## src/common/tgen_pkg.sv

```systemverilog
package tgen_pkg;

	// Local bus geometry
	localparam int lb_aw = 17;
	localparam int lb_dw = 32;

	// Program table holds 2**pcw words per bank
	// Four words make one entry, so 256 entries per bank
	localparam int pcw = 10;

	// Width of one program word
	localparam int word_w = 16;

	// Delay scaling as a left shift of the delay word
	localparam int tgen_gran = 0;

	// The timer must hold a full delay word after the shift
	localparam int tmr_w = word_w + tgen_gran;

	// Program table window starts at address bit 16
	localparam logic [lb_aw-1:0] dests_base = 17'h1_0000;

	// Register bank size and its address width
	localparam int reg_words = 64;
	localparam int reg_aw = $clog2(reg_words);

	// One write on the local bus
	// Single cycle strobe with no handshake
	typedef struct packed {
		logic we;
		logic [lb_aw-1:0] addr;
		logic [lb_dw-1:0] data;
	} lb_write_t;

	// Position of a word inside a four word program entry
	typedef enum logic [1:0] {
		ph_delay = 2'd0,
		ph_addr = 2'd1,
		ph_lo = 2'd2,
		ph_hi = 2'd3
	} tgen_phase_e;

endpackage

```

## src/source/reg_bank.sv

```systemverilog
module reg_bank (
	input logic clk,
	input logic rst_n,
	input tgen_pkg::lb_write_t ctl_bus,
	input logic [tgen_pkg::reg_aw-1:0] rd_addr,
	output logic [tgen_pkg::lb_dw-1:0] rd_data
);
	import tgen_pkg::*;

	logic [lb_dw-1:0] regs [reg_words];
	logic hit;

	// Only addresses inside the bank range are taken
	assign hit = ctl_bus.we && (ctl_bus.addr[lb_aw-1:reg_aw] == '0);

	always_ff @(posedge clk or negedge rst_n) begin
		if (!rst_n) begin
			for (int i = 0; i < reg_words; i++) begin
				regs[i] <= '0;
			end
		end else if (hit) begin
			regs[ctl_bus.addr[reg_aw-1:0]] <= ctl_bus.data;
		end
	end

	// Combinational read
	assign rd_data = regs[rd_addr];

endmodule

```

## config.mk

```make
export PLATFORM = sky130hd
export DESIGN_NAME = reg_bank
export DESIGN_NICKNAME = d
export VERILOG_FILES = /design/src/common/tgen_pkg.sv /design/src/source/reg_bank.sv
export SDC_FILE = /design/constraint.sdc
export NUM_CORES = 2
export LEC_CHECK = 0
export BUFFER_PORTS_ARGS = -buffer_cell sky130_fd_sc_hd__buf_4
export CAP_MARGIN = 15
export CORE_ASPECT_RATIO = 1.1
export CORE_MARGIN = 4
export CORE_UTILIZATION = 50
export DETAILED_ROUTE_END_ITERATION = 10
export HOLD_SLACK_MARGIN = 0.05
export PLACE_DENSITY = 0.72
export SYNTH_ARGS = -nofsm -noshare
export SYNTH_HDL_FRONTEND = slang
export SYNTH_SLANG_ARGS = --single-unit
```

## constraint.sdc

```tcl
create_clock -name clk -period 9.05 [get_ports clk]
set_clock_uncertainty 0.2 [all_clocks]
set_input_delay 1.3575 -clock clk [delete_from_list [all_inputs] [get_ports clk]]
set_output_delay 1.3575 -clock clk [all_outputs]
set_load 0.01 [all_outputs]
```

# Yosys cells after proc, flatten, opt, wreduce, memory -nomap -nowiden

Cells that the tools add are included.

Register bits after elaboration: 2048
Input port bits: 58
Output and inout bits: 32
Logic and storage cells: 78

$lt $le $gt $ge: 3
Muxes and demuxes: 6
Bitwise gates (word level): 2
Reductions and logical operators: 3

Operators with widths:

| kind               | count |
|---|---|
| $bwmux 2048        | 1 |
| $bmux 32 s6        | 1 |
| $demux 32 s6       | 1 |
| $mux 32            | 3 |
| $ge 7x7->1 const B | 2 |
| $not 6->7          | 2 |
| $logic_not 11->1   | 1 |
| $lt 7x1->1 const B | 1 |
| $logic_and 1x1->1  | 2 |

# Longest topological paths before layout

Depth after elaboration: 6
Gate-level depth with buffers: 10

# Worst setup path before layout

Ideal clock, no wire load.

Kind: in2out
Start point: input port rd_addr[0] (netlist bit)
End point: output port rd_data[21] (netlist bit)
Arrival: 3.397 ns
Required time: 7.493 ns
Path slack: 4.096 ns
Stages: 9
Cells stage by stage: buf_2 > buf_2 > buf_2 > buf_2 > buf_2 > mux2i_1 > o22ai_1 > o311ai_0 > nor4_1

Longest elaborated chain between the ends: 4

Ends and longest elaborated chain:

| what                                        | RTL line       | text |
|---|---|---|
| from (decl)                                 | reg_bank.sv:5  | `input logic [tgen_pkg::reg_aw-1:0] rd_addr,` |
| $not 6->7 (not written as such)             | reg_bank.sv:27 | `assign rd_data = regs[rd_addr];` |
| $bmux 32 s6                                 | reg_bank.sv:27 |  |
| $mux 32 (not written as such) (2 in series) | reg_bank.sv:27 |  |
| to (decl)                                   | reg_bank.sv:6  | `output logic [tgen_pkg::lb_dw-1:0] rd_data` |

No other way between the ends. The select of a mux whose other input is x is not followed.

# Worst setup path in the final report

Start point: input port rd_addr[0] (netlist bit)
End point: output port rd_data[18] (netlist bit)

Same word-level chain as after synthesis.

==> results by group <==
Placed design
  • PortBufs: 89
  • Placed cells: 7819
  • Post-DP HPWL: 146500 um
  • Dpl cell area: 95050 um2
  • Routability-driven placement congestion ratio: 0.8053

STA
  • Slew of the pin with the lowest slew margin: 1163 ps
  • RSZ-0062 raised after global routing: false
  • Hold slack: 251.2 ps
  • Setup TNS: 0 ps
  • Max Freq: 0.1474 GHz
  • Tcrit/Tclk final: 0.7495
  • Worst rel slew slack: 0.2245
  • Hold Vio Cnt, Final: 0
  • # setup viols final: 0
  • Fin crit period: 6783 ps
  • Fin. max-slew vios: 0

Setup path
  • Worst Setup Start Kind: input port
  • CP delay by family, top: buffers and inverters
  • Crit path depth: 8
  • Crit. End Element: primary output
  • Buffers plus inverters on the worst setup path: 4
  • CP most frequent cell: buf_4
  • FF-to-FF End: regs[18]$_DFFE_PN0P_
  • Worst setup startpoint: rd_addr[0]
  • Setup CP Type: input port to primary output
  • Worst r2r src: regs[18]$_DFFE_PN0P_
  • R2r worst-path depth: 1
  • Worst-path cell chain: buf_8, buf_4, mux4_2, a22o_1, a221oi_1, a221oi_1, buf_4, buf_4
  • Critical Path RT: 7490 ps
  • Crit-path max cell delay: 790 ps
  • Slowest cell on crit path: a221oi_1
  • Critical-path maximum fanout: 55
  • Worst Setup EP: rd_data[18]
  • Reg2reg setup slack: 8030 ps
  • Crit path DAT: 5230 ps

Finish
  • Post-route cell area: 101900 um2
  • Layout Nets: 5659
  • FILL cells: 14300
  • Area occupied by multi-input gates: 38830 um2
  • P&R area growth vs syn: 10.41%
  • Sequential cell area: 51250 um2
  • Share of layout cells above drive strength 1: 0.5498
  • Max FFs per register: 2048
  • Largest registers: regs (2048)
  • Fin cells: 8197
  • Reg with most FFs: regs

Synthesis
  • Yosys warns: 0
  • Seq/Total Area, Yosys: 0.5554
  • Post-synthesis async set-or-reset flop share: 1.000
  • Synth cell types: 49
  • Post-synth top area share: 0.5554
  • Mapped Avg Cell Area: 15.97 um2
  • Synthesis-stage register bit count: 2048
  • Count leader, synth: dfrtp_1
  • Synth Net Count: 5837
  • Mapped cell area: 92270 um2
  • EDFF count, synth: 0
  • Synth top cells by count: 2048 x dfrtp_1, 2032 x mux2_2, 505 x mux4_2
  • Cell taking the most area after synthesis: dfrtp_1
  • Synth top area cells: dfrtp_1 56%, mux2_2 25%, mux4_2 12%
  • Primary FF master, synth: dfrtp_1
  • Syn Inst Count: 5779

Power and ir drop
  • Max IR drop VDD: 0.1630 mV
  • Clk pwr share: 0.460
  • Internal cell power: 14290 uW
  • Cell Pwr Density: 182.8 nW/um2
  • Combinational group share of total power: 0.048
  • Seq pwr share: 0.492
  • LEAKAGE: 0.04907 uW
  • P_sw: 4334 uW
  • Sw frac: 0.2328

Clocking
  • Post-CTS Setup Bufs: 0
  • CTS tree: built
  • Clock buffer depth: 3
  • Resized cells post-CTS: 0
  • CTS Sinks: 2048
  • Cts hold-fix bufs: 0
  • TritonCTS Buffers: 201
  • Root Buffer Master: clkbuf_16
  • H-tree levels: 4
  • Skew-Pair Late Insertion Delay: 840 ps
  • Reg clk slew, reported paths: 60 ps

Detailed routing
  • Initial DRC Count: 5059
  • Wl on met1: 104100 um
  • Met2 routed WL: 123500 um
  • Routed WL: 253900 um
  • DR top layer: met5
  • Vias/cell: 6.414
  • Total number of vias: 52580
  • Number of iterations in the first detailed-routing pass: 5
  • DRT antenna net count: 0
  • Wire per inst: 30.97 um
  • Routed wl met3: 15210 um
  • DRC Markers: 0

Hold path
  • Hold Path Class: input port to asynchronous set/reset pin

Global route
  • Total GRT Usage: 0.2672
  • Initial antenna violation count: 10
  • First-pass GRT wire length: 378900 um
  • Number of global-route vias before repair: 55700
  • Largest net degree at the start of global routing: 173
  • Gr ovfl total: 0

Floorplan
  • Initial core utilization: 0.5022
  • Rows: 165
  • Core Region: 183700 um2
  • IO Count: 90
  • Chip height: 458.6 um
  • DIE WIDTH: 417.6 um
  • Die area: 191500 um2

Flow run
  • Max Cap Violations: 0

Run status
  • Status: finished clean
==> stage by stage <==
stage	setup slack (ps)	total power [uW]	util
2_1_floorplan	4096	9730	-
3_3_place_gp	2135	10230	0.5173
3_5_place_dp	2181	10240	0.5173
4_1_cts	2184	18770	0.5544
5_1_grt	2243	19190	0.5544
6_report	2267	18620	0.5545
==> worst min-delay path by stage <==
| stage | endpoint | cells after the start |
|---|---|---|
| after floorplan | regs[35]$_DFFE_PN0P_ | 1 |
| after global placement | regs[1]$_DFFE_PN0P_ | 1 |
| after detailed placement | regs[16]$_DFFE_PN0P_ | 1 |
| after CTS | regs[752]$_DFFE_PN0P_ | 1 |
| after global routing | regs[954]$_DFFE_PN0P_ | 1 |
| final | regs[954]$_DFFE_PN0P_ | 1 |
==> power by group through the flow <==
stage                     Clock (uW)  Sequential [uW]  Combinational, uW
after global routing            9070             9150                962
final                           8560             9160                898
after CTS                       8700             9160                911
after floorplan                    0             9330                401
after global placement             0             9330                900
after detailed placement           0             9330                909
==> cell families after synthesis <==
group | synth area share
AOI/OAI and AO/OA | 0.02452
and+or+nand+nor | 0.01193
muxes | 0.3797
buffers and inverters | 0.02839
DFF | 0.5554
==> per-layer routing <==
metal | GRT usage | up-vias
met3 | 0.04765 | 478
li1 | - | 21240
met2 | 0.4380 | 1628
met4 | 0.1027 | 10
met1 | 0.3583 | 29220
met5 | 0 | -
==> cell type report <==
class                           count  share of cell area
Timing Repair Buffer              220             0.01884
Clock buffer                      304             0.05928
Multi-Input combinational cell   3124              0.3812
Antenna cell                        8           0.0001965
Inverter                            6           0.0002211
Tap cell                         2421             0.02973
Sequential cell                  2048              0.5030
Clock inverter                     66            0.007528
==> cell usage in the layout (no fill, tap or decap), types with 22 or more instances in the layout <==
master     synthesis  routed
nor2_1            77      35
clkbuf_16          0     203
buf_4             24     198
nor2_4             0      49
a21oi_1           48      48
a22o_1            47      47
mux4_2           505     505
o221ai_1          38      38
clkbuf_1         299      43
clkbuf_8           0      58
o22ai_1           51      51
mux2_2          2032    2032
a22oi_1           22      22
a221oi_1          68      67
dfrtp_1         2048    2048
mux2i_1           57      57
clkinv_2           0      31
No activity file was read; power rests on OpenSTA's default activity.
