===== src/common/tgen_pkg.sv =====
package tgen_pkg;

	// Local bus geometry
	localparam int lb_aw = 17;
	localparam int lb_dw = 32;

	// Program table holds 2**pcw words per bank
	// Four words make one entry, so 256 entries per bank
	localparam int pcw = 10;

	// Width of one program word
	localparam int word_w = 16;

	// Delay scaling as a left shift of the delay word
	localparam int tgen_gran = 0;

	// The timer must hold a full delay word after the shift
	localparam int tmr_w = word_w + tgen_gran;

	// Program table window starts at address bit 16
	localparam logic [lb_aw-1:0] dests_base = 17'h1_0000;

	// Register bank size and its address width
	localparam int reg_words = 64;
	localparam int reg_aw = $clog2(reg_words);

	// One write on the local bus
	// Single cycle strobe with no handshake
	typedef struct packed {
		logic we;
		logic [lb_aw-1:0] addr;
		logic [lb_dw-1:0] data;
	} lb_write_t;

	// Position of a word inside a four word program entry
	typedef enum logic [1:0] {
		ph_delay = 2'd0,
		ph_addr = 2'd1,
		ph_lo = 2'd2,
		ph_hi = 2'd3
	} tgen_phase_e;

endpackage


===== src/tgen/tgen_merge.sv =====
module tgen_merge (
	input logic clk,
	input logic rst_n,
	input tgen_pkg::lb_write_t thru_bus,
	input tgen_pkg::lb_write_t seq_bus,
	output tgen_pkg::lb_write_t ctl_bus,
	output logic [15:0] collision_count
);
	import tgen_pkg::*;

	logic ctl_we;
	logic [lb_aw-1:0] ctl_addr;
	logic [lb_dw-1:0] ctl_data;
	logic collide;

	// Both sources strobing in the same cycle
	assign collide = thru_bus.we && seq_bus.we;

	// Strobe and counter
	always_ff @(posedge clk or negedge rst_n) begin
		if (!rst_n) begin
			ctl_we <= 1'b0;
			collision_count <= '0;
		end else begin
			ctl_we <= thru_bus.we || seq_bus.we;
			// Saturate instead of wrapping
			if (collide && (collision_count != '1)) begin
				collision_count <= collision_count + 1'b1;
			end
		end
	end

	// Host always wins the payload
	always_ff @(posedge clk) begin
		ctl_addr <= thru_bus.we ? thru_bus.addr : seq_bus.addr;
		ctl_data <= thru_bus.we ? thru_bus.data : seq_bus.data;
	end

	assign ctl_bus = '{we: ctl_we, addr: ctl_addr, data: ctl_data};

	// The lost write must leave the host write on the bus
	a_host_wins: assert property (@(posedge clk) disable iff (!rst_n)
		collide |=> (ctl_bus.we && (ctl_bus.addr == $past(thru_bus.addr))))
		else $error("collision without host write on ctl_bus");

endmodule


===== config.mk =====
export PLATFORM = sky130hd
export DESIGN_NAME = tgen_merge
export DESIGN_NICKNAME = d
export VERILOG_FILES = /design/src/common/tgen_pkg.sv /design/src/tgen/tgen_merge.sv
export SDC_FILE = /design/constraint.sdc
export NUM_CORES = 1
export LEC_CHECK = 0
export BUFFER_PORTS_ARGS = -buffer_cell sky130_fd_sc_hd__clkbuf_2
export CAP_MARGIN = 20
export CORE_MARGIN = 5
export CORE_UTILIZATION = 37
export CTS_CLUSTER_SIZE = 24
export DETAILED_ROUTE_END_ITERATION = 7
export PLACE_DENSITY = 0.76
export SKIP_LAST_GASP = 1
export SLEW_MARGIN = 20
export SYNTH_ARGS = -nofsm -noshare
export SYNTH_HDL_FRONTEND = slang
export SYNTH_SLANG_ARGS = --single-unit
export TNS_END_PERCENT = 10

===== constraint.sdc =====
create_clock -name clk -period 1.5 [get_ports clk]
set_input_delay 0.45 -clock clk [delete_from_list [all_inputs] [get_ports clk]]
set_output_delay 0.45 -clock clk [all_outputs]
set_load 0.05 [all_outputs]

Word-level counts from Yosys, hierarchy flattened

Index checks and enable logic that the tools add are counted.

Bits in registers: 66
Bits of input ports: 102
Bits in latches: 0
Output and inout port bits: 66
Memory bits (read-only): 0
Word-level logic and storage cells: 11
Bits in writable memories: 0
Memories: 0

Eq/ne operators: 1
Muxes and demuxes: 2
Shifts and indexed selects: 0
Reductions and logical operators: 3
Bitwise gates (word level): 0
Divide/modulo/power cells: 0
Magnitude comparators: 0
Multipliers: 0
Add/sub/neg operators: 1

Operators by type and width:

| cell                  | count |
|---|---|
| $mux 32               | 1 |
| $mux 17               | 1 |
| $add 16x1->16 const B | 1 |
| $ne 16x16->1 const B  | 1 |
| $logic_and 1x1->1     | 2 |
| $logic_or 1x1->1      | 1 |

Longest topological paths before layout

Depth in word-level cells: 2
Depth in mapped cells: 5

Least setup slack after synthesis

OpenSTA, ideal clock, no wires.

Path kind: flip-flop to flip-flop
From: register collision_count[0]
To: register collision_count[1]
Data required time: 1.372 ns
Data arrival time: 1.916 ns
Setup time: 0.128 ns
Cell stages (with the launch flop): 6
Clock period less this slack: 2.043 ns
Setup slack: -0.543 ns
Path through: dfrtp_1 -> ha_1 -> nand4_2 -> nor4_4 -> nor2_2 -> mux2_1

Word-level cells in the longest chain between the ends: 2
Elaborated cells between the ends (all ways): 3

Ends and longest elaborated chain:

| element                                               | RTL line         | source |
|---|---|---|
| start: declaration                                    | tgen_merge.sv:7  | `output logic [15:0] collision_count` |
| start signal: assignment                              | tgen_merge.sv:28 | `collision_count <= collision_count + 1'b1;` |
| branches (longest 2 deep; another with $add 16x1->16) | --               |  |

Several ways; the timed one is not identified.
A chain may end at the register's enable or synchronous reset.

Final worst setup path

From: register collision_count[8]
To: output port collision_count[8]

No word-level cell between the ends.

==> impl_summary.md <==
Die
The area of the core is 0.00639 mm^2. The floorplan step defined a die boundary enclosing approximately 0.0083 mm^2. The number of rows created at floorplan is 29. The width of the die is between 90 and 100 um. The floorplan step set the die height to ~90 um. Once the floorplan was initialized, standard cells occupied about two fifths of the core. In this run the count of I/O pins placed on the die edge is approximately 170.

Placement
The worst setup timing slack at the placement stage is -281 ps. The number of buffers inserted by port buffering is 167. The global placement routability congestion is between 0.8 and 0.9. The detailed placer's ending HPWL is approximately 5700 um.

Global route
The layer with the highest usage is met2. The overall track demand over capacity in global routing is around 18%. The first global-routing pass estimated about 12000 um of wire. The maximum number of pins on one net before global-route repair is 28. The via count of the first global-routing pass came to 2451.

The met3 layer usage reported by global route is 7.27%. The number of antenna violations at the first check in global routing is 0. For met1 alone, demand over resource in global routing was about a fifth. For this run, global-route usage on met2 was measured as between 30 and 40%. For this run the aggregate overflow at the end of global routing stands at 0.

Timing
The worst hold-check slack is approximately 52 ps. The top achievable clock speed is between 600 and 700 MHz. The post-layout minimum cycle time is around 1600 ps. Setup repair after global routing could not meet its margin everywhere. The count of pins over their slew limit was 0.

Setup slack on the critical path of the routed design comes to -71.3 ps. The worst path uses 105% of the clock period. For the final database, setup skew stands at approximately 1.7 ps. The worst pin sits at a relative slew slack of 70.3%.

Setup violations remaining at the end of the flow were counted as 29. For the pin with the worst max-slew slack, the measured transition is around 450 ps. The count of final hold-check violations is 0.

Drt
For this run, design rule violations remaining after detail routing come to 0. The pre-antenna-repair detailed-routing pass consisted of 4 iterations. In this run the remaining antenna-violating nets after routing total 0.

The routed layout has ~2100 vias. Dividing the detail-routed wire length by the instance count gives 15.3 um. For this block, the routed nets add up to 7050 um of wire. In the routed layout, each cell is associated on average with a via count of approximately 4.6. The iteration-0 DRC count of the detailed router is 29.

Pwr
Across the VDD grid, the largest voltage drop is 921 uV. Dividing total power by cell area gives a power density of around 1300 mW/mm^2. The leakage power of the design is a little under 2 nW.

Clock network
Counting along the longest clock path gives a buffer depth of 2. The clock tree from TritonCTS is done. After clock tree synthesis, the clock-pin slew on the worst setup and hold paths is about 70 ps. For the worst-skew pair, the clock arrives at the later sink with an insertion delay of between 300 and 400 ps. In this run, post-CTS hold repair placed 0 buffers. Counting every sink on the clock net gives between 60 and 70. The H-tree level count is 3. The TritonCTS buffer count is 9.

The clock root buffer is sky130_fd_sc_hd__clkbuf_8.

Synth
After synthesis the cells add up to approximately 0.0024 mm^2. The largest total area in the synthesized netlist belongs to sky130_fd_sc_hd__dfxtp_1. The area share of the largest cell type after synthesis is between 40% and 50%. After synthesis the netlist holds a flip-flop and latch count of 66. The Yosys step of the flow raised 0 warnings. Of the total synthesized cell area, the portion taken by AND, OR, NAND and NOR gates is 11.6%. The commonest register cell after synthesis is sky130_fd_sc_hd__dfxtp_1. By area the synthesized netlist is led by sky130_fd_sc_hd__dfxtp_1 40%, sky130_fd_sc_hd__mux2_2 23%, sky130_fd_sc_hd__dfrtp_1 17%. The async set-reset flop share out of synthesis is 25.8%. The area share of xor/xnor cells in the synthesized design is under 10%.

The number of flops mapped to enable cells by yosys is 0. The post-synthesis instance total is approximately 180. The synthesized-area fraction occupied by adder cells is 0.513%. The fraction of the yosys area taken by sequential cells is between 50% and 60%.

The area fraction in compound gates after synthesis is less than 1%. Synthesis instantiated 31 different standard cells from the library. The post-synthesis area per instance is approximately 14 um^2. The portion of synthesized area spent on multiplexers is a little under a quarter. When the netlist entered floorplanning its net count stood at 281. The largest family of logic cells by synthesized area is multiplexers.

Final layout
0 antenna diodes ended up in the layout. The library cells used most frequently in the layout, excluding fill and tap cells, are 158 x sky130_fd_sc_hd__clkbuf_2, 49 x sky130_fd_sc_hd__mux2_2, 49 x sky130_fd_sc_hd__dfxtp_1. Compared with the post-synthesis result, the final layout area differs by 58.5%. In the final layout, the share of cells above drive strength 1 is about 77%. At the end of the flow the core is filled with cells to around three fifths. After filler insertion, the fill cell instance count of the layout stands at between 500 and 600. The final net count is between 400 and 500. In the final layout, the multi-input gates occupy 0.00108 mm^2. The commonest non-fill, non-tap cell in the layout is sky130_fd_sc_hd__clkbuf_2. Summing all flip-flop and latch instances after layout gives between 0.001 and 0.0015 mm^2.

Setup path
The kind of start point of the critical path is a flip-flop. Counting cells, the worst reg-to-reg path comes to 6. At the worst endpoint, the required time is around 1100 ps.

The maximum fanout along the worst path is 5. The worst setup path is of the flip-flop to primary output kind. The worst setup path is captured at a primary output. Data arrives at the worst endpoint at roughly 1100 ps.

Run status
The final reports fail on setup timing. The flow ran to the end, but the final reports show violations.

Job
Max-cap violations in this run came to 0.

Min path
The worst hold path belongs to the class input pin to async pin.
==> final timing paths <==
check	startpoint	endpoint	slack [ps]
max in group asynchronous	rst_n	collision_count[5]	1120
max reg2reg	collision_count[0]	collision_count[6]	-70
max	collision_count[8]	collision_count[8]	-70
min	rst_n	collision_count[14]	50
min in group clk	thru_bus[5]	ctl_data[5]	340
min reg2reg	collision_count[13]	collision_count[13]	570
==> worst max-delay path, cell delays in order (launching register included) <==
cell,delay (ps)
sky130_fd_sc_hd__dfrtp_2,410
sky130_fd_sc_hd__buf_4,150
sky130_fd_sc_hd__clkbuf_2,230
==> metal layers <==
layer | part of all wire, % | vias up
met5 | 0 | -
met4 | 1.7 | 0
met3 | 9.8 | 11
met2 | 52 | 105
met1 | 37 | 1003
li1 | - | 1029
==> state kept, by name (all words and copies together), names as in the netlist <==
signal / cells
ctl_data: 32
ctl_addr: 17
collision_count: 16
ctl_we: 1
==> kinds of logic (layout without fill, tap and decap cells) <==
family                   count (synthesis)  after routing
flip-flops                              66             66
multiplexers                            51             51
AND/OR/NAND/NOR                         37             37
XOR/XNOR                                13             13
buffers and inverters                    8            215
AO/OA/AOI/OAI                            2              2
adder cells (fa/ha/maj)                  1              1
==> through the flow <==
stage / area, um^2 / cells / TNS, ps / total power [mW]
2_1_floorplan: 2490 / 178 / -2800 / 3.21
3_3_place_gp: 3610 / 444 / -2540 / 3.79
3_5_place_dp: 3610 / 444 / -3110 / 3.85
4_1_cts: 3860 / 462 / -2180 / 5.24
5_1_grt: 3870 / 462 / -3430 / 5.43
6_report: 3870 / 462 / -1370 / 5.17
==> what timing repair did <==
item	in CTS	in global routing
gates resized for setup	17	2
pin swaps	7	2
hold endpoints to repair	0	0
setup endpoints to repair	32	32
buffers inserted	2	0
gates cloned	0	0
==> layout make-up <==
cell class / instances / area share, %
Inverter: 1 / 0.0970
Clock inverter: 5 / 0.744
Sequential cell: 66 / 36.8
Clock buffer: 11 / 3.65
Timing Repair Buffer: 198 / 28.3
Tap cell: 77 / 2.49
Multi-Input combinational cell: 104 / 27.9
==> cell usage after synthesis (all sizes together), types with 2 or more instances <==
cell type and n:
nand4 3, xor2 13, or3 2, nor4 5
nand2 7, mux2 50, nor2 4, nor3b 3
dfrtp 17, nor3 6, nand3 4, buf 2
clkbuf 5, dfxtp 49
==> where the power goes <==
| group | switching, mW | internal, mW | leakage (nW) | total, mW |
|---|---|---|---|---|
| logic | 1.09 | 0.650 | 1.25 | 1.74 |
| registers | 0.140 | 1.98 | 0.606 | 2.12 |
| clock network | 0.671 | 0.638 | 0.0894 | 1.31 |
| total | 1.90 | 3.27 | 1.95 | 5.17 |
Power figures use the tool's default switching activity.
