[src/common/tgen_pkg.sv]
package tgen_pkg;

	// Local bus geometry
	localparam int lb_aw = 17;
	localparam int lb_dw = 32;

	// Program table holds 2**pcw words per bank
	// Four words make one entry, so 256 entries per bank
	localparam int pcw = 10;

	// Width of one program word
	localparam int word_w = 16;

	// Delay scaling as a left shift of the delay word
	localparam int tgen_gran = 0;

	// The timer must hold a full delay word after the shift
	localparam int tmr_w = word_w + tgen_gran;

	// Program table window starts at address bit 16
	localparam logic [lb_aw-1:0] dests_base = 17'h1_0000;

	// Register bank size and its address width
	localparam int reg_words = 64;
	localparam int reg_aw = $clog2(reg_words);

	// One write on the local bus
	// Single cycle strobe with no handshake
	typedef struct packed {
		logic we;
		logic [lb_aw-1:0] addr;
		logic [lb_dw-1:0] data;
	} lb_write_t;

	// Position of a word inside a four word program entry
	typedef enum logic [1:0] {
		ph_delay = 2'd0,
		ph_addr = 2'd1,
		ph_lo = 2'd2,
		ph_hi = 2'd3
	} tgen_phase_e;

endpackage

[src/tgen/tgen_seq.sv]
module tgen_seq (
	input logic clk,
	input logic rst_n,
	input logic trig,
	input logic bank_next,
	output logic [tgen_pkg::pcw:0] rd_addr,
	input logic [tgen_pkg::word_w-1:0] rd_word,
	output logic bank,
	output tgen_pkg::lb_write_t seq_bus,
	output logic [3:0] status
);
	import tgen_pkg::*;

	logic [pcw-1:0] pc;
	logic [tmr_w-1:0] timer;
	tgen_phase_e phase;
	logic trig_ok;
	logic trig_d;
	logic advance;
	logic addr_zero;
	logic end_prog;
	logic write_cycle;
	logic did_work;
	logic bank_prev;
	logic work_prev;
	logic [word_w-1:0] word_d1;
	logic [word_w-1:0] word_d2;

	// Phase of the word being fetched
	// rd_word carries the word of the previous phase
	assign phase = tgen_phase_e'(pc[1:0]);

	// Trigger only counts while idle at pc zero
	assign trig_ok = trig && (pc == '0) && !trig_d;

	// Idle waits for the trigger
	// Delay phase holds until the timer runs out
	assign advance = (pc == '0) ? trig_d : ((phase != ph_delay) || (timer == '0));

	// Address word seen zero during ph_lo means end of program
	assign end_prog = (phase == ph_hi) && addr_zero;

	always_ff @(posedge clk or negedge rst_n) begin
		if (!rst_n) begin
			pc <= '0;
			timer <= '0;
			trig_d <= 1'b0;
			addr_zero <= 1'b0;
			write_cycle <= 1'b0;
			did_work <= 1'b0;
		end else begin
			trig_d <= trig_ok;
			if (end_prog) begin
				pc <= '0;
			end else begin
				pc <= pc + pcw'(advance);
			end
			// Delay word arrives while pc points at the address word
			if (phase == ph_addr) begin
				timer <= tmr_w'(rd_word) << tgen_gran;
			end else if ((phase == ph_delay) && (timer != '0)) begin
				timer <= timer - 1'b1;
			end
			if (phase == ph_lo) begin
				addr_zero <= (rd_word == '0);
			end
			// Write goes out one cycle after the hi word is fetched
			write_cycle <= (phase == ph_hi) && !addr_zero;
			// Reaching the second entry means at least one write
			if (trig_ok) begin
				did_work <= 1'b0;
			end else if (pc[2]) begin
				did_work <= 1'b1;
			end
		end
	end

	// Bank flip is atomic with the trigger
	// bank_next may come from a slow or foreign domain
	always_ff @(posedge clk or negedge rst_n) begin
		if (!rst_n) begin
			bank <= 1'b0;
			bank_prev <= 1'b0;
			work_prev <= 1'b0;
		end else if (trig_ok) begin
			bank <= bank_next;
			bank_prev <= bank;
			work_prev <= did_work;
		end
	end

	// Word pipeline
	// Holds the address and lo words until hi arrives
	always_ff @(posedge clk) begin
		word_d1 <= rd_word;
		word_d2 <= word_d1;
	end

	// Playing bank is the inverse of the bank register
	assign rd_addr = {~bank, pc};

	assign seq_bus = '{we: write_cycle, addr: lb_aw'(word_d2), data: {rd_word, word_d1}};

	assign status = {work_prev, bank_prev, bank, bank_next};

	// A timer reload can only come from the delay word
	a_timer_load: assert property (@(posedge clk) disable iff (!rst_n)
		(timer > $past(timer)) |-> ($past(phase) == ph_addr))
		else $error("timer loaded outside ph_addr");

endmodule

[config.mk]
export PLATFORM = sky130hd
export DESIGN_NAME = tgen_seq
export DESIGN_NICKNAME = d
export VERILOG_FILES = /design/src/common/tgen_pkg.sv /design/src/tgen/tgen_seq.sv
export SDC_FILE = /design/constraint.sdc
export NUM_CORES = 1
export LEC_CHECK = 0
export ABC_AREA = 0
export CORE_ASPECT_RATIO = 0.5
export CORE_MARGIN = 10
export CORE_UTILIZATION = 50
export DETAILED_ROUTE_END_ITERATION = 10
export DONT_BUFFER_PORTS = 1
export PLACE_DENSITY = 0.68
export SLEW_MARGIN = 20
export SYNTH_ARGS = -nofsm -noshare
export SYNTH_HDL_FRONTEND = slang
export SYNTH_SLANG_ARGS = --single-unit
[constraint.sdc]
create_clock -name clk -period 2.55 [get_ports clk]
set_input_delay 0.255 -clock clk [delete_from_list [all_inputs] [get_ports clk]]
set_output_delay 0.255 -clock clk [all_outputs]
set_load 0.01 [all_outputs]
# Word level (Yosys, flattened, before mapping)
# Index checks and enable logic that the tools add are counted.
[totals]
reg_bits = 65
latchBits = 0
ram_bits = 0
romBits = 0
in_bits = 20
out_inout_bits = 66
word_cells = 39
memories = 0
[classes]
addsub = 2
n_mul = 0
n_div = 0
magnitude_cmp = 0
n_eq_ne = 3
shift = 0
muxes = 6
bitwise_logic = 1
n_reduce_logical = 16
[ops]
columns = ["cell", "n"]
rows = [
  ["logical NOT 16 bit", 2],
  ["two-way mux 16 bit", 2],
  ["nonzero test 16 bit", 1],
  ["subtractor 16 x 1 -> 16 bit (second input constant)", 1],
  ["adder 10 x 1 -> 10 bit", 1],
  ["logical NOT 10 bit", 1],
  ["two-way mux 10 bit", 1],
  ["nonzero test 2 bit", 3],
  ["logical AND 1 bit", 5],
  ["equality test 2 bit (second input constant)", 2],
  ["two-way mux 1 bit", 3],
  ["equality test 2 x 1 -> 1 bit (second input constant)", 1],
  ["logical NOT 1 bit", 2],
  ["logical NOT 2 bit", 1],
  ["logical OR 1 bit", 1],
  ["NOT 1 bit", 1],
]

# Longest topological paths before layout
# Gate-level depths: netlist (run 1).
[logic_depth]
ltp_word = 5
mapped_depth = 13
mapped_depth_nobuf = 12

# Worst setup path before layout (run 1)
# No wires, ideal clock.
[synth_path]
kind = "register to register"
from = "reg timer[8]"
to = "reg pc[9]"
setup_ns = 0.132
arrival_ns = 2.323
slack_ns = 0.096
path_stages_with_launch = 12
path_buffers = 1
period_less_slack_ns = 2.454
path_cell_list = "dfrtp_1 nor4_1 and4_1 buf_2 nor3_1 a21oi_1 ha_1 and4_1 and3_1 nand2_1 xor2_1 nor2_1"
[synth_via]
elab_chain_cells = 5
[synth_lines]
columns = ["item", "line", "rtl"]
rows = [
  ["start, declared", "tgen_seq.sv:15", "logic [tmr_w-1:0] timer;"],
  ["start signal, assigned", "tgen_seq.sv:60", "timer <= tmr_w'(rd_word) << tgen_gran;"],
  ["start signal, assigned", "tgen_seq.sv:62", "timer <= timer - 1'b1;"],
  ["logical NOT 16 bit", "tgen_seq.sv:38", "assign advance = (pc == '0) ? trig_d : ((phase != ph_delay) || (timer == '0));"],
  ["logical OR 1 bit", "tgen_seq.sv:38", ""],
  ["two-way mux 1 bit", "tgen_seq.sv:38", ""],
  ["adder 10 x 1 -> 10 bit", "tgen_seq.sv:56", "pc <= pc + pcw'(advance);"],
  ["two-way mux 10 bit", "tgen_seq.sv:53", "if (end_prog) begin"],
  ["end signal, assigned", "tgen_seq.sv:56", ""],
  ["end, declared", "tgen_seq.sv:14", "logic [pcw-1:0] pc;"],
]
# Every way passes these cells.
# A chain may end at the register's enable or synchronous reset.

# Worst setup path after layout (run 1)
[layout_path]
from = "reg timer[0]"
to = "reg pc[9]"
# The elaborated chain is that of the path after synthesis.

==> results of run 1 <==
## worst max-delay path, delay by kind of cell (launching register included)
family / cells / cell delay, ns
simple gates: 7 / 1.04
fa+ha+maj: 2 / 0.40
compound gates: 1 / 0.18
xor+xnor: 1 / 0.14
buf+inv: 1 / 0.09
flops: 1 / 0.43
## power by group
group | internal (µW) | total (µW) | switching (µW)
clock network | 505 | 881 | 376
logic | 564 | 1320 | 754
registers | 1270 | 1550 | 281
## logic make-up (layout without fill, tap and decap cells)
| kind of cell | after synthesis | in the layout | share of synthesized area |
|---|---|---|---|
| buf+inv | 36 | 55 | 0.0847 |
| simple gates | 105 | 105 | 0.210 |
| other cells | 1 | 1 | 0.00140 |
| compound gates | 36 | 36 | 0.0903 |
| flops | 65 | 65 | 0.546 |
| xor+xnor | 9 | 9 | 0.0293 |
| mux | 5 | 5 | 0.0196 |
| fa+ha+maj | 4 | 4 | 0.0186 |
## metrics by stage
| stage | instances | setup TNS [ns] |
|---|---|---|
| 2_1_floorplan | 261 | 0 |
| 3_3_place_gp | 313 | 0 |
| 3_5_place_dp | 313 | 0 |
| 4_1_cts | 347 | 0 |
| 5_1_grt | 350 | -0.0385 |
| 6_report | 350 | 0 |
## placed cells by master, fill, tap and decap left out, types with 2 or more instances in the layout
master / count
a21oi_1: 7
a22oi_1: 7
and3_1: 4
and4_1: 2
buf_4: 16
clkbuf_8: 11
dfrtp_1: 31
dfrtp_2: 2
dfxtp_1: 32
dlygate4sd3_1: 17
ha_1: 3
inv_1: 5
mux2_2: 2
mux2i_1: 3
nand2_1: 16
nand2b_1: 2
nand3_1: 12
nand4_1: 4
nor2_1: 29
nor2b_1: 5
nor3_1: 7
nor4_1: 6
o211ai_1: 3
o21ai_0: 6
o21ai_1: 4
o311ai_1: 2
or3_1: 3
or4_1: 2
or4_4: 2
xnor2_1: 4
xor2_1: 5
## registers in the layout, indices dropped and copies added, names as in the netlist
signal and count:
bank 1, trig_d 1, work_prev 1, word_d1 16
write_cycle 1, did_work 1, bank_prev 1, word_d2 16
pc 10, timer 16, addr_zero 1
## layer usage
layer	vias to the layer above	wire length, µm
met4	0	63
met1	934	2720
met5	-	0
met2	91	2900
li1	927	-
met3	9	966
## path summary, 6_finish.rpt
| path | from | endpoint | slack, ns |
|---|---|---|---|
| worst max-delay path | timer[0] | pc[9] | 0.15 |
| worst min-delay path | rd_word[13] | timer[13] | 0.04 |
| worst max register to register | timer[0] | pc[9] | 0.15 |
| worst min register to register | word_d1[2] | word_d2[2] | 0.40 |
| max in group asynchronous | rst_n | timer[1] | 1.99 |
| min in group asynchronous | rst_n | timer[11] | 0.37 |
## cell type report
cell class	count	area (µm²)
Clock buffer	12	155
Clock inverter	4	50.0
Fill cell	431	1960
Inverter	5	18.8
Multi-Input combinational cell	160	1020
Sequential cell	65	1470
Tap cell	70	87.6
Timing Repair Buffer	34	310
## timing repair
item	4_1_cts	5_1_grt
hold buffers	18	0
gates resized for setup	0	7
setup buffers	0	3
endpoints found under the setup margin	0	5
endpoints found under the hold margin	49	0
==> reports/metrics.cfg, run 1 <==
[pwr]
design_power_total_uw = 3750
p_leak_uw = 0.00132
irDropWorstVdd_mv = 0.646
power.density_mw_per_mm2 = 1210

[yosys]
synth_area_leader_cell = dfrtp_1
syn-num-nets = 285
yosys_warnings = 0
synth_top_area_share = 0.307
synth_cell_type_count = 46
syn_avg_cell_area_um2 = 10.3
netlist_area_mm2 = 0.00269
ys_ff_latch = 65
async_flop_share = 0.508
synthMostInstantiatedCell = dfrtp_1
ys.flop_type = dfrtp_1
synth_edf_count = 0
synthCells = 261
synth_common_cells = dfrtp_1, dfxtp_1, nor2_1
ys_seq_area_frac = 0.546
synth_area_leaders = dfrtp_1, dfxtp_1, buf_4, nor2_1, nand3_1

[critical_path]
crit_path_top_delay_cell = dfrtp_2
path_common_cell = and4_1
worstSetupEndpointType = flop
cp.arrival_ns = 2.61
ff2ff_path_depth = 12
critPathMaxFanout = 5
start_kind = flop
crit_path_cell_trace = inv_1 -> ha_1 -> nor4b_4 -> and4_1 -> nor3_1 -> a21oi_1 -> ha_2 -> and4_1 -> and3_1 -> nand2_1 -> xor2_1 -> nor2_1
path_class = flop to flop
worstPathRequired_ns = 2.77
worst_path_largest_cell_delay_ns = 0.43

[cts]
clock-sinks = 65
cts_tree = built
ctsLongestPathBuffers = 2
htree_num_levels = 3
root_buffer = clkbuf_8
clk_pin_slew_worst_paths_ns = 0.07
clk-insertion-delay-late_ns = 0.34
cts_buffers = 9

[final_layout]
nets = 299
drive_gt1_frac = 0.168
design_area_mm2 = 0.00311
utilization = 0.614
area_growth_pct = 15.7
n_antenna_cell = 0

[grt]
grt_max_degree = 34
antenna_found_initial = 0
first_global_vias = 2034
grtUsageMet2 = 0.223
use_met3 = 0.0985
grt_usage = 0.154
overflow = 0
grt_busiest_layer = met2
grt.met1_usage = 0.181
grt_pass1_wl_um = 10700

[die]
ios = 86
die_y_um = 71.8
start_util = 0.530
die_x_um = 124
fp.dieArea_mm2 = 0.00889
coreArea_mm2 = 0.00507
rows = 18

[timing]
holdWs_ns = 0.0390
worst_slack_ns = 0.152
slew_viol_final = 0
relSlewSlack = 0.435
fmax_mhz = 417
hold_violations = 0
finalCritPeriodShare = 0.940
min_period_ns = 2.40
final-setup-viol-count = 0
worst_pin_slew_ns = 0.845
finalClockSkew_ns = 0.00621

[detailed_routing]
vias_per_cell = 5.60
wl_um = 6650
drcViolationCount = 0
postRouteAntennaNets = 0
drt_iter0_drc = 115
drt-pass1-iter-count = 5
routedWlPerCell_um = 19.0
vias = 1961

[hold_path]
hold_class = input port to flop
hold_depth = 2

[placed_design]
numPortBuffers = 0
gp_congestion = 0.920
pre_cts_ws_ns = 0.0968
placed_cell_area_mm2 = 0.00266
hpwl_um = 4640

[outcome]
run_status = finished, final reports clean

[flow_run]
max_cap_viol_count = 0

(Power assumes the default switching activity.)
==> run 2: changes to the inputs <==
--- a/config.mk
+++ b/config.mk
@@ -12,6 +12,7 @@
 export DETAILED_ROUTE_END_ITERATION = 10
 export DONT_BUFFER_PORTS = 1
 export PLACE_DENSITY = 0.68
+export REMOVE_ABC_BUFFERS = 1
 export SLEW_MARGIN = 20
 export SYNTH_ARGS = -nofsm -noshare
 export SYNTH_HDL_FRONTEND = slang
==> run 2 against run 1 <==
Net effect:
- final area fell by 1.6%
- setup slack worse by 0.021 ns
- clock power shrank 7.6%
- highest routed layer unchanged
==> reports/metrics.cfg, run 2 (synthesis gave the netlist of run 1 again) <==
[detailed_routing]
drt-pass1-iter-count = 5
vias = 1997
wl_um = 6460
routedWlPerCell_um = 18.6
vias_per_cell = 5.76
postRouteAntennaNets = 0
drt_iter0_drc = 131
drcViolationCount = 0

[cts]
cts_tree = built
htree_num_levels = 3
cts_buffers = 9
root_buffer = clkbuf_8
ctsLongestPathBuffers = 2
clock-sinks = 65
clk-insertion-delay-late_ns = 0.34
clk_pin_slew_worst_paths_ns = 0.07

[die]
die_y_um = 71.8
start_util = 0.530
fp.dieArea_mm2 = 0.00889
ios = 86
coreArea_mm2 = 0.00507
die_x_um = 124
rows = 18

[critical_path]
start_kind = flop
r2r-start = timer[1]
cp.arrival_ns = 2.63
worstPathRequired_ns = 2.76
ff2ff_path_depth = 12
critPathMaxFanout = 5
startpoint = timer[1]
critical_path.endpoint = pc[9]
reg2reg_setup_slack_ns = 0.13
worstSetupEndpointType = flop
path_class = flop to flop
reg2reg_to = pc[9]

[grt]
grt_max_degree = 34
grt.met1_usage = 0.181
first_global_vias = 1901
antenna_found_initial = 0
grt_usage = 0.146
use_met3 = 0.0711
grt_busiest_layer = met2
overflow = 0
grt_pass1_wl_um = 10100
grtUsageMet2 = 0.213

[placed_design]
gp_congestion = 0.867
hpwl_um = 4440
placed_cell_area_mm2 = 0.00266
numPortBuffers = 0

[final_layout]
nFillCells = 432
final_cell_mix = dfrtp_1, dfxtp_1, nor2_1, dlygate4sd3_1, nand2_1
design_area_mm2 = 0.00306
layout_commonest_cell = dfrtp_1
drive_gt1_frac = 0.148
area_growth_pct = 13.9
top_regs = timer x16, word_d1 x16, word_d2 x16
n_antenna_cell = 0
nets = 296

[timing]
slew_viol_final = 0
hold_violations = 0
finalClockSkew_ns = 0.00850
worst_pin_slew_ns = 0.820
finalCritPeriodShare = 0.948
final-setup-viol-count = 0
fmax_mhz = 414
tns_ns = 0
min_period_ns = 2.42
relSlewSlack = 0.452

[pwr]
irDropWorstVdd_mv = 0.513
power.density_mw_per_mm2 = 1190
p_leak_uw = 0.00131

[outcome]
run_status = finished, final reports clean

[flow_run]
max_cap_viol_count = 0

[hold_path]
hold_class = input port to flop

-- run 2: power breakdown --
group | switching, µW | total [µW] | internal (µW)
registers | 288 | 1560 | 1270
logic | 729 | 1270 | 537
clock network | 383 | 814 | 431
total | 1400 | 3640 | 2240
-- run 2: worst max-delay path, cell delays in order (launching register included) --
cell     delay (ns)
dfrtp_1        0.42
inv_1          0.10
ha_1           0.17
nor4b_4        0.24
and4_4         0.27
nor3_1         0.04
a21oi_1        0.18
ha_1           0.20
and4_1         0.20
and3_1         0.20
nand2_1        0.07
xor2_1         0.14
nor2_1         0.06
-- run 2: cell type report --
type | instances | area, µm² | share of cell area
Sequential cell | 65 | 1470 | 0.479
Multi-Input combinational cell | 160 | 1010 | 0.330
Timing Repair Buffer | 31 | 288 | 0.0940
Clock buffer | 11 | 163 | 0.0531
Tap cell | 70 | 87.6 | 0.0286
Clock inverter | 5 | 27.5 | 0.00899
Inverter | 5 | 18.8 | 0.00613
-- run 2: per-stage QoR --
step | util | hold slack [ns] | setup WS, ns | total power (µW) | std cells
4_1_cts | 0.599 | 0.0266 | 0.0343 | 3610 | 346
2_1_floorplan | - | -0.0406 | 0.119 | 2360 | 230
3_5_place_dp | 0.524 | -0.0397 | 0.0615 | 2750 | 312
6_report | 0.604 | 0.0403 | 0.132 | 3640 | 347
5_1_grt | 0.604 | 0.0296 | -0.0179 | 3890 | 347
3_3_place_gp | 0.524 | -0.0395 | 0.181 | 2700 | 312
-- run 2: timing repair --
| item | CTS | global route |
|---|---|---|
| gates resized for setup | 0 | 3 |
| buffers inserted | 0 | 1 |
| setup endpoints to repair | 0 | 5 |
| hold endpoints to repair | 49 | 0 |
| hold buffers | 18 | 0 |
-- run 2: worst min-delay path by stage --
stage	to	depth (start not counted)	start	slack, ns
after global placement	pc[5]	0	rst_n	-0.04
after global routing	timer[13]	2	rd_word[13]	0.03
final	timer[13]	2	rd_word[13]	0.04
after detailed placement	pc[7]	0	rst_n	-0.04
after CTS	timer[13]	2	rd_word[13]	0.03
after floorplan	addr_zero	0	rst_n	-0.04
-- run 2: metal layers --
layer | routed length (µm) | up-vias
met2 | 2880 | 99
li1 | - | 914
met4 | 80 | 0
met5 | 0 | -
met1 | 2730 | 975
met3 | 766 | 9
==> run 3: changes to the inputs <==
--- a/config.mk
+++ b/config.mk
@@ -6,7 +6,6 @@
 export NUM_CORES = 1
 export LEC_CHECK = 0
 export ABC_AREA = 0
-export CORE_ASPECT_RATIO = 0.5
 export CORE_MARGIN = 10
 export CORE_UTILIZATION = 50
 export DETAILED_ROUTE_END_ITERATION = 10
==> run 3 against run 2 <==
Net effect:
- register-to-register slack better by 0.07 ns
- setup slack better by 0.072 ns
- final area up 2.5%
- die area down 2.0%
- non-clock buffer count up 5
- global-route usage down 0.11 points
- highest routed layer unchanged
- sequential share of layout area down 1.1 points
- total power up 4.0%
==> reports/metrics.cfg, run 3 (synthesis gave the netlist of run 1 again) <==
[outcome]
run_status = finished, final reports clean

[timing]
slew_viol_final = 0
final-setup-viol-count = 0
fmax_mhz = 426
hold_violations = 0
worst_slack_ns = 0.204
relSlewSlack = 0.663
finalClockSkew_ns = 0.0117
holdWs_ns = 0.0430
rsz0062_at_grt = false
worst_pin_slew_ns = 0.505
finalCritPeriodShare = 0.920
tns_ns = 0
min_period_ns = 2.35

[cts]
cts_buffers = 9
root_buffer = clkbuf_8
cts_tree = built
htree_num_levels = 3
clk_pin_slew_worst_paths_ns = 0.07
ctsLongestPathBuffers = 2
clk-insertion-delay-late_ns = 0.34
clock-sinks = 65

[placed_design]
pre_cts_ws_ns = 0.0977
gp_congestion = 0.917
hpwl_um = 4240
numPortBuffers = 0

[grt]
first_global_vias = 1916
grt_max_degree = 34
grt_pass1_wl_um = 9870
grt_usage = 0.145
antenna_found_initial = 0
overflow = 0

[die]
coreArea_mm2 = 0.00517
die_y_um = 93.3
fp.dieArea_mm2 = 0.00871
ios = 86
start_util = 0.520
rows = 26
die_x_um = 93.3

[pwr]
power.density_mw_per_mm2 = 1210
p_clk_frac = 0.240
switching_share = 0.366
power_frac_comb = 0.350
irDropWorstVdd_mv = 0.636
power.switching_uw = 1380
internal_power_uw = 2400
design_power_total_uw = 3780
p_leak_uw = 0.00133
seq_power_share = 0.410

[detailed_routing]
routedWlPerCell_um = 17.4
drt_iter0_drc = 183
wl_um = 6110
drt-pass1-iter-count = 4
vias_per_cell = 5.51
drcViolationCount = 0
postRouteAntennaNets = 0
vias = 1941

[critical_path]
crit_path_top_delay_cell = or4_1
reg2reg_setup_slack_ns = 0.20
start_kind = flop
path_class = flop to flop
cp.arrival_ns = 2.56
critPathMaxFanout = 3
worst_path_largest_cell_delay_ns = 0.51
worstSetupEndpointType = flop
crit_path_cell_trace = or4_1 -> nor2_2 -> nor3_1 -> a21oi_1 -> ha_2 -> and4_4 -> and3_4 -> nand2_1 -> xor2_1 -> nor2_1
worstPathRequired_ns = 2.76

[flow_run]
max_cap_viol_count = 0

[final_layout]
final_cell_mix = dfrtp_1, dfxtp_1, nor2_1, buf_4, dlygate4sd3_1
n_antenna_cell = 0
drive_gt1_frac = 0.184
utilization = 0.607
area_growth_pct = 16.8
nets = 301
top_regs = timer x16, word_d1 x16, word_d2 x16

[hold_path]
hold_class = input port to flop

run 3: final timing paths:
| path | cells after the start | endpoint | start |
|---|---|---|---|
| max in group asynchronous | 2 | pc[9] | rst_n |
| max | 10 | pc[9] | pc[9] |
| min in group asynchronous | 2 | pc[7] | rst_n |
| min | 2 | timer[13] | rd_word[13] |
| max reg2reg | 10 | pc[9] | pc[9] |
| min reg2reg | 0 | word_d2[2] | word_d1[2] |
run 3: area by class of cell:
cell class / instances / area [µm²]
Clock buffer: 12 / 165
Clock inverter: 4 / 50.0
Sequential cell: 65 / 1470
Timing Repair Buffer: 36 / 325
Tap cell: 70 / 87.6
Fill cell: 433 / 2030
Multi-Input combinational cell: 160 / 1020
Inverter: 5 / 18.8
run 3: worst max-delay path: cells and delay by family, from the launching register on:
family / cells / cell delay, ns
and+or+nand+nor: 7 / 1.25
DFF: 1 / 0.45
adders and majority gates: 1 / 0.21
AOI/OAI and AO/OA: 1 / 0.17
xor gates and xnor gates: 1 / 0.13
run 3: repair_timing:
item,CTS,global route
hold endpoints to repair,49,0
hold buffers,18,0
resized for setup,0,9
endpoints found under the setup margin,0,6
setup buffers,0,4
run 3: stage by stage:
step / instance area, µm² / cells
floorplan: 2480 / 230
global placement: 2670 / 314
detailed placement: 2670 / 314
CTS: 3080 / 348
global route: 3140 / 352
finish: 3140 / 352
run 3: routing by layer:
metal / GRT usage / share of wire / wire, µm / up-vias
met5: 0 / 0 / 0 / -
met2: 0.226 / 0.47 / 2850 / 81
met1: 0.165 / 0.41 / 2520 / 925
met3: 0.0735 / 0.11 / 671 / 6
li1: - / - / - / 929
met4: 0.0553 / 0.012 / 71 / 0
run 3: power by group through the flow:
stage,sequential (µW),clock [µW],combinational (µW)
final,1550,908,1320
after global routing,1590,982,1500
after CTS,1540,925,1240
after detailed placement,1550,0,1210
after global placement,1550,0,1190
after floorplan,1620,0,744
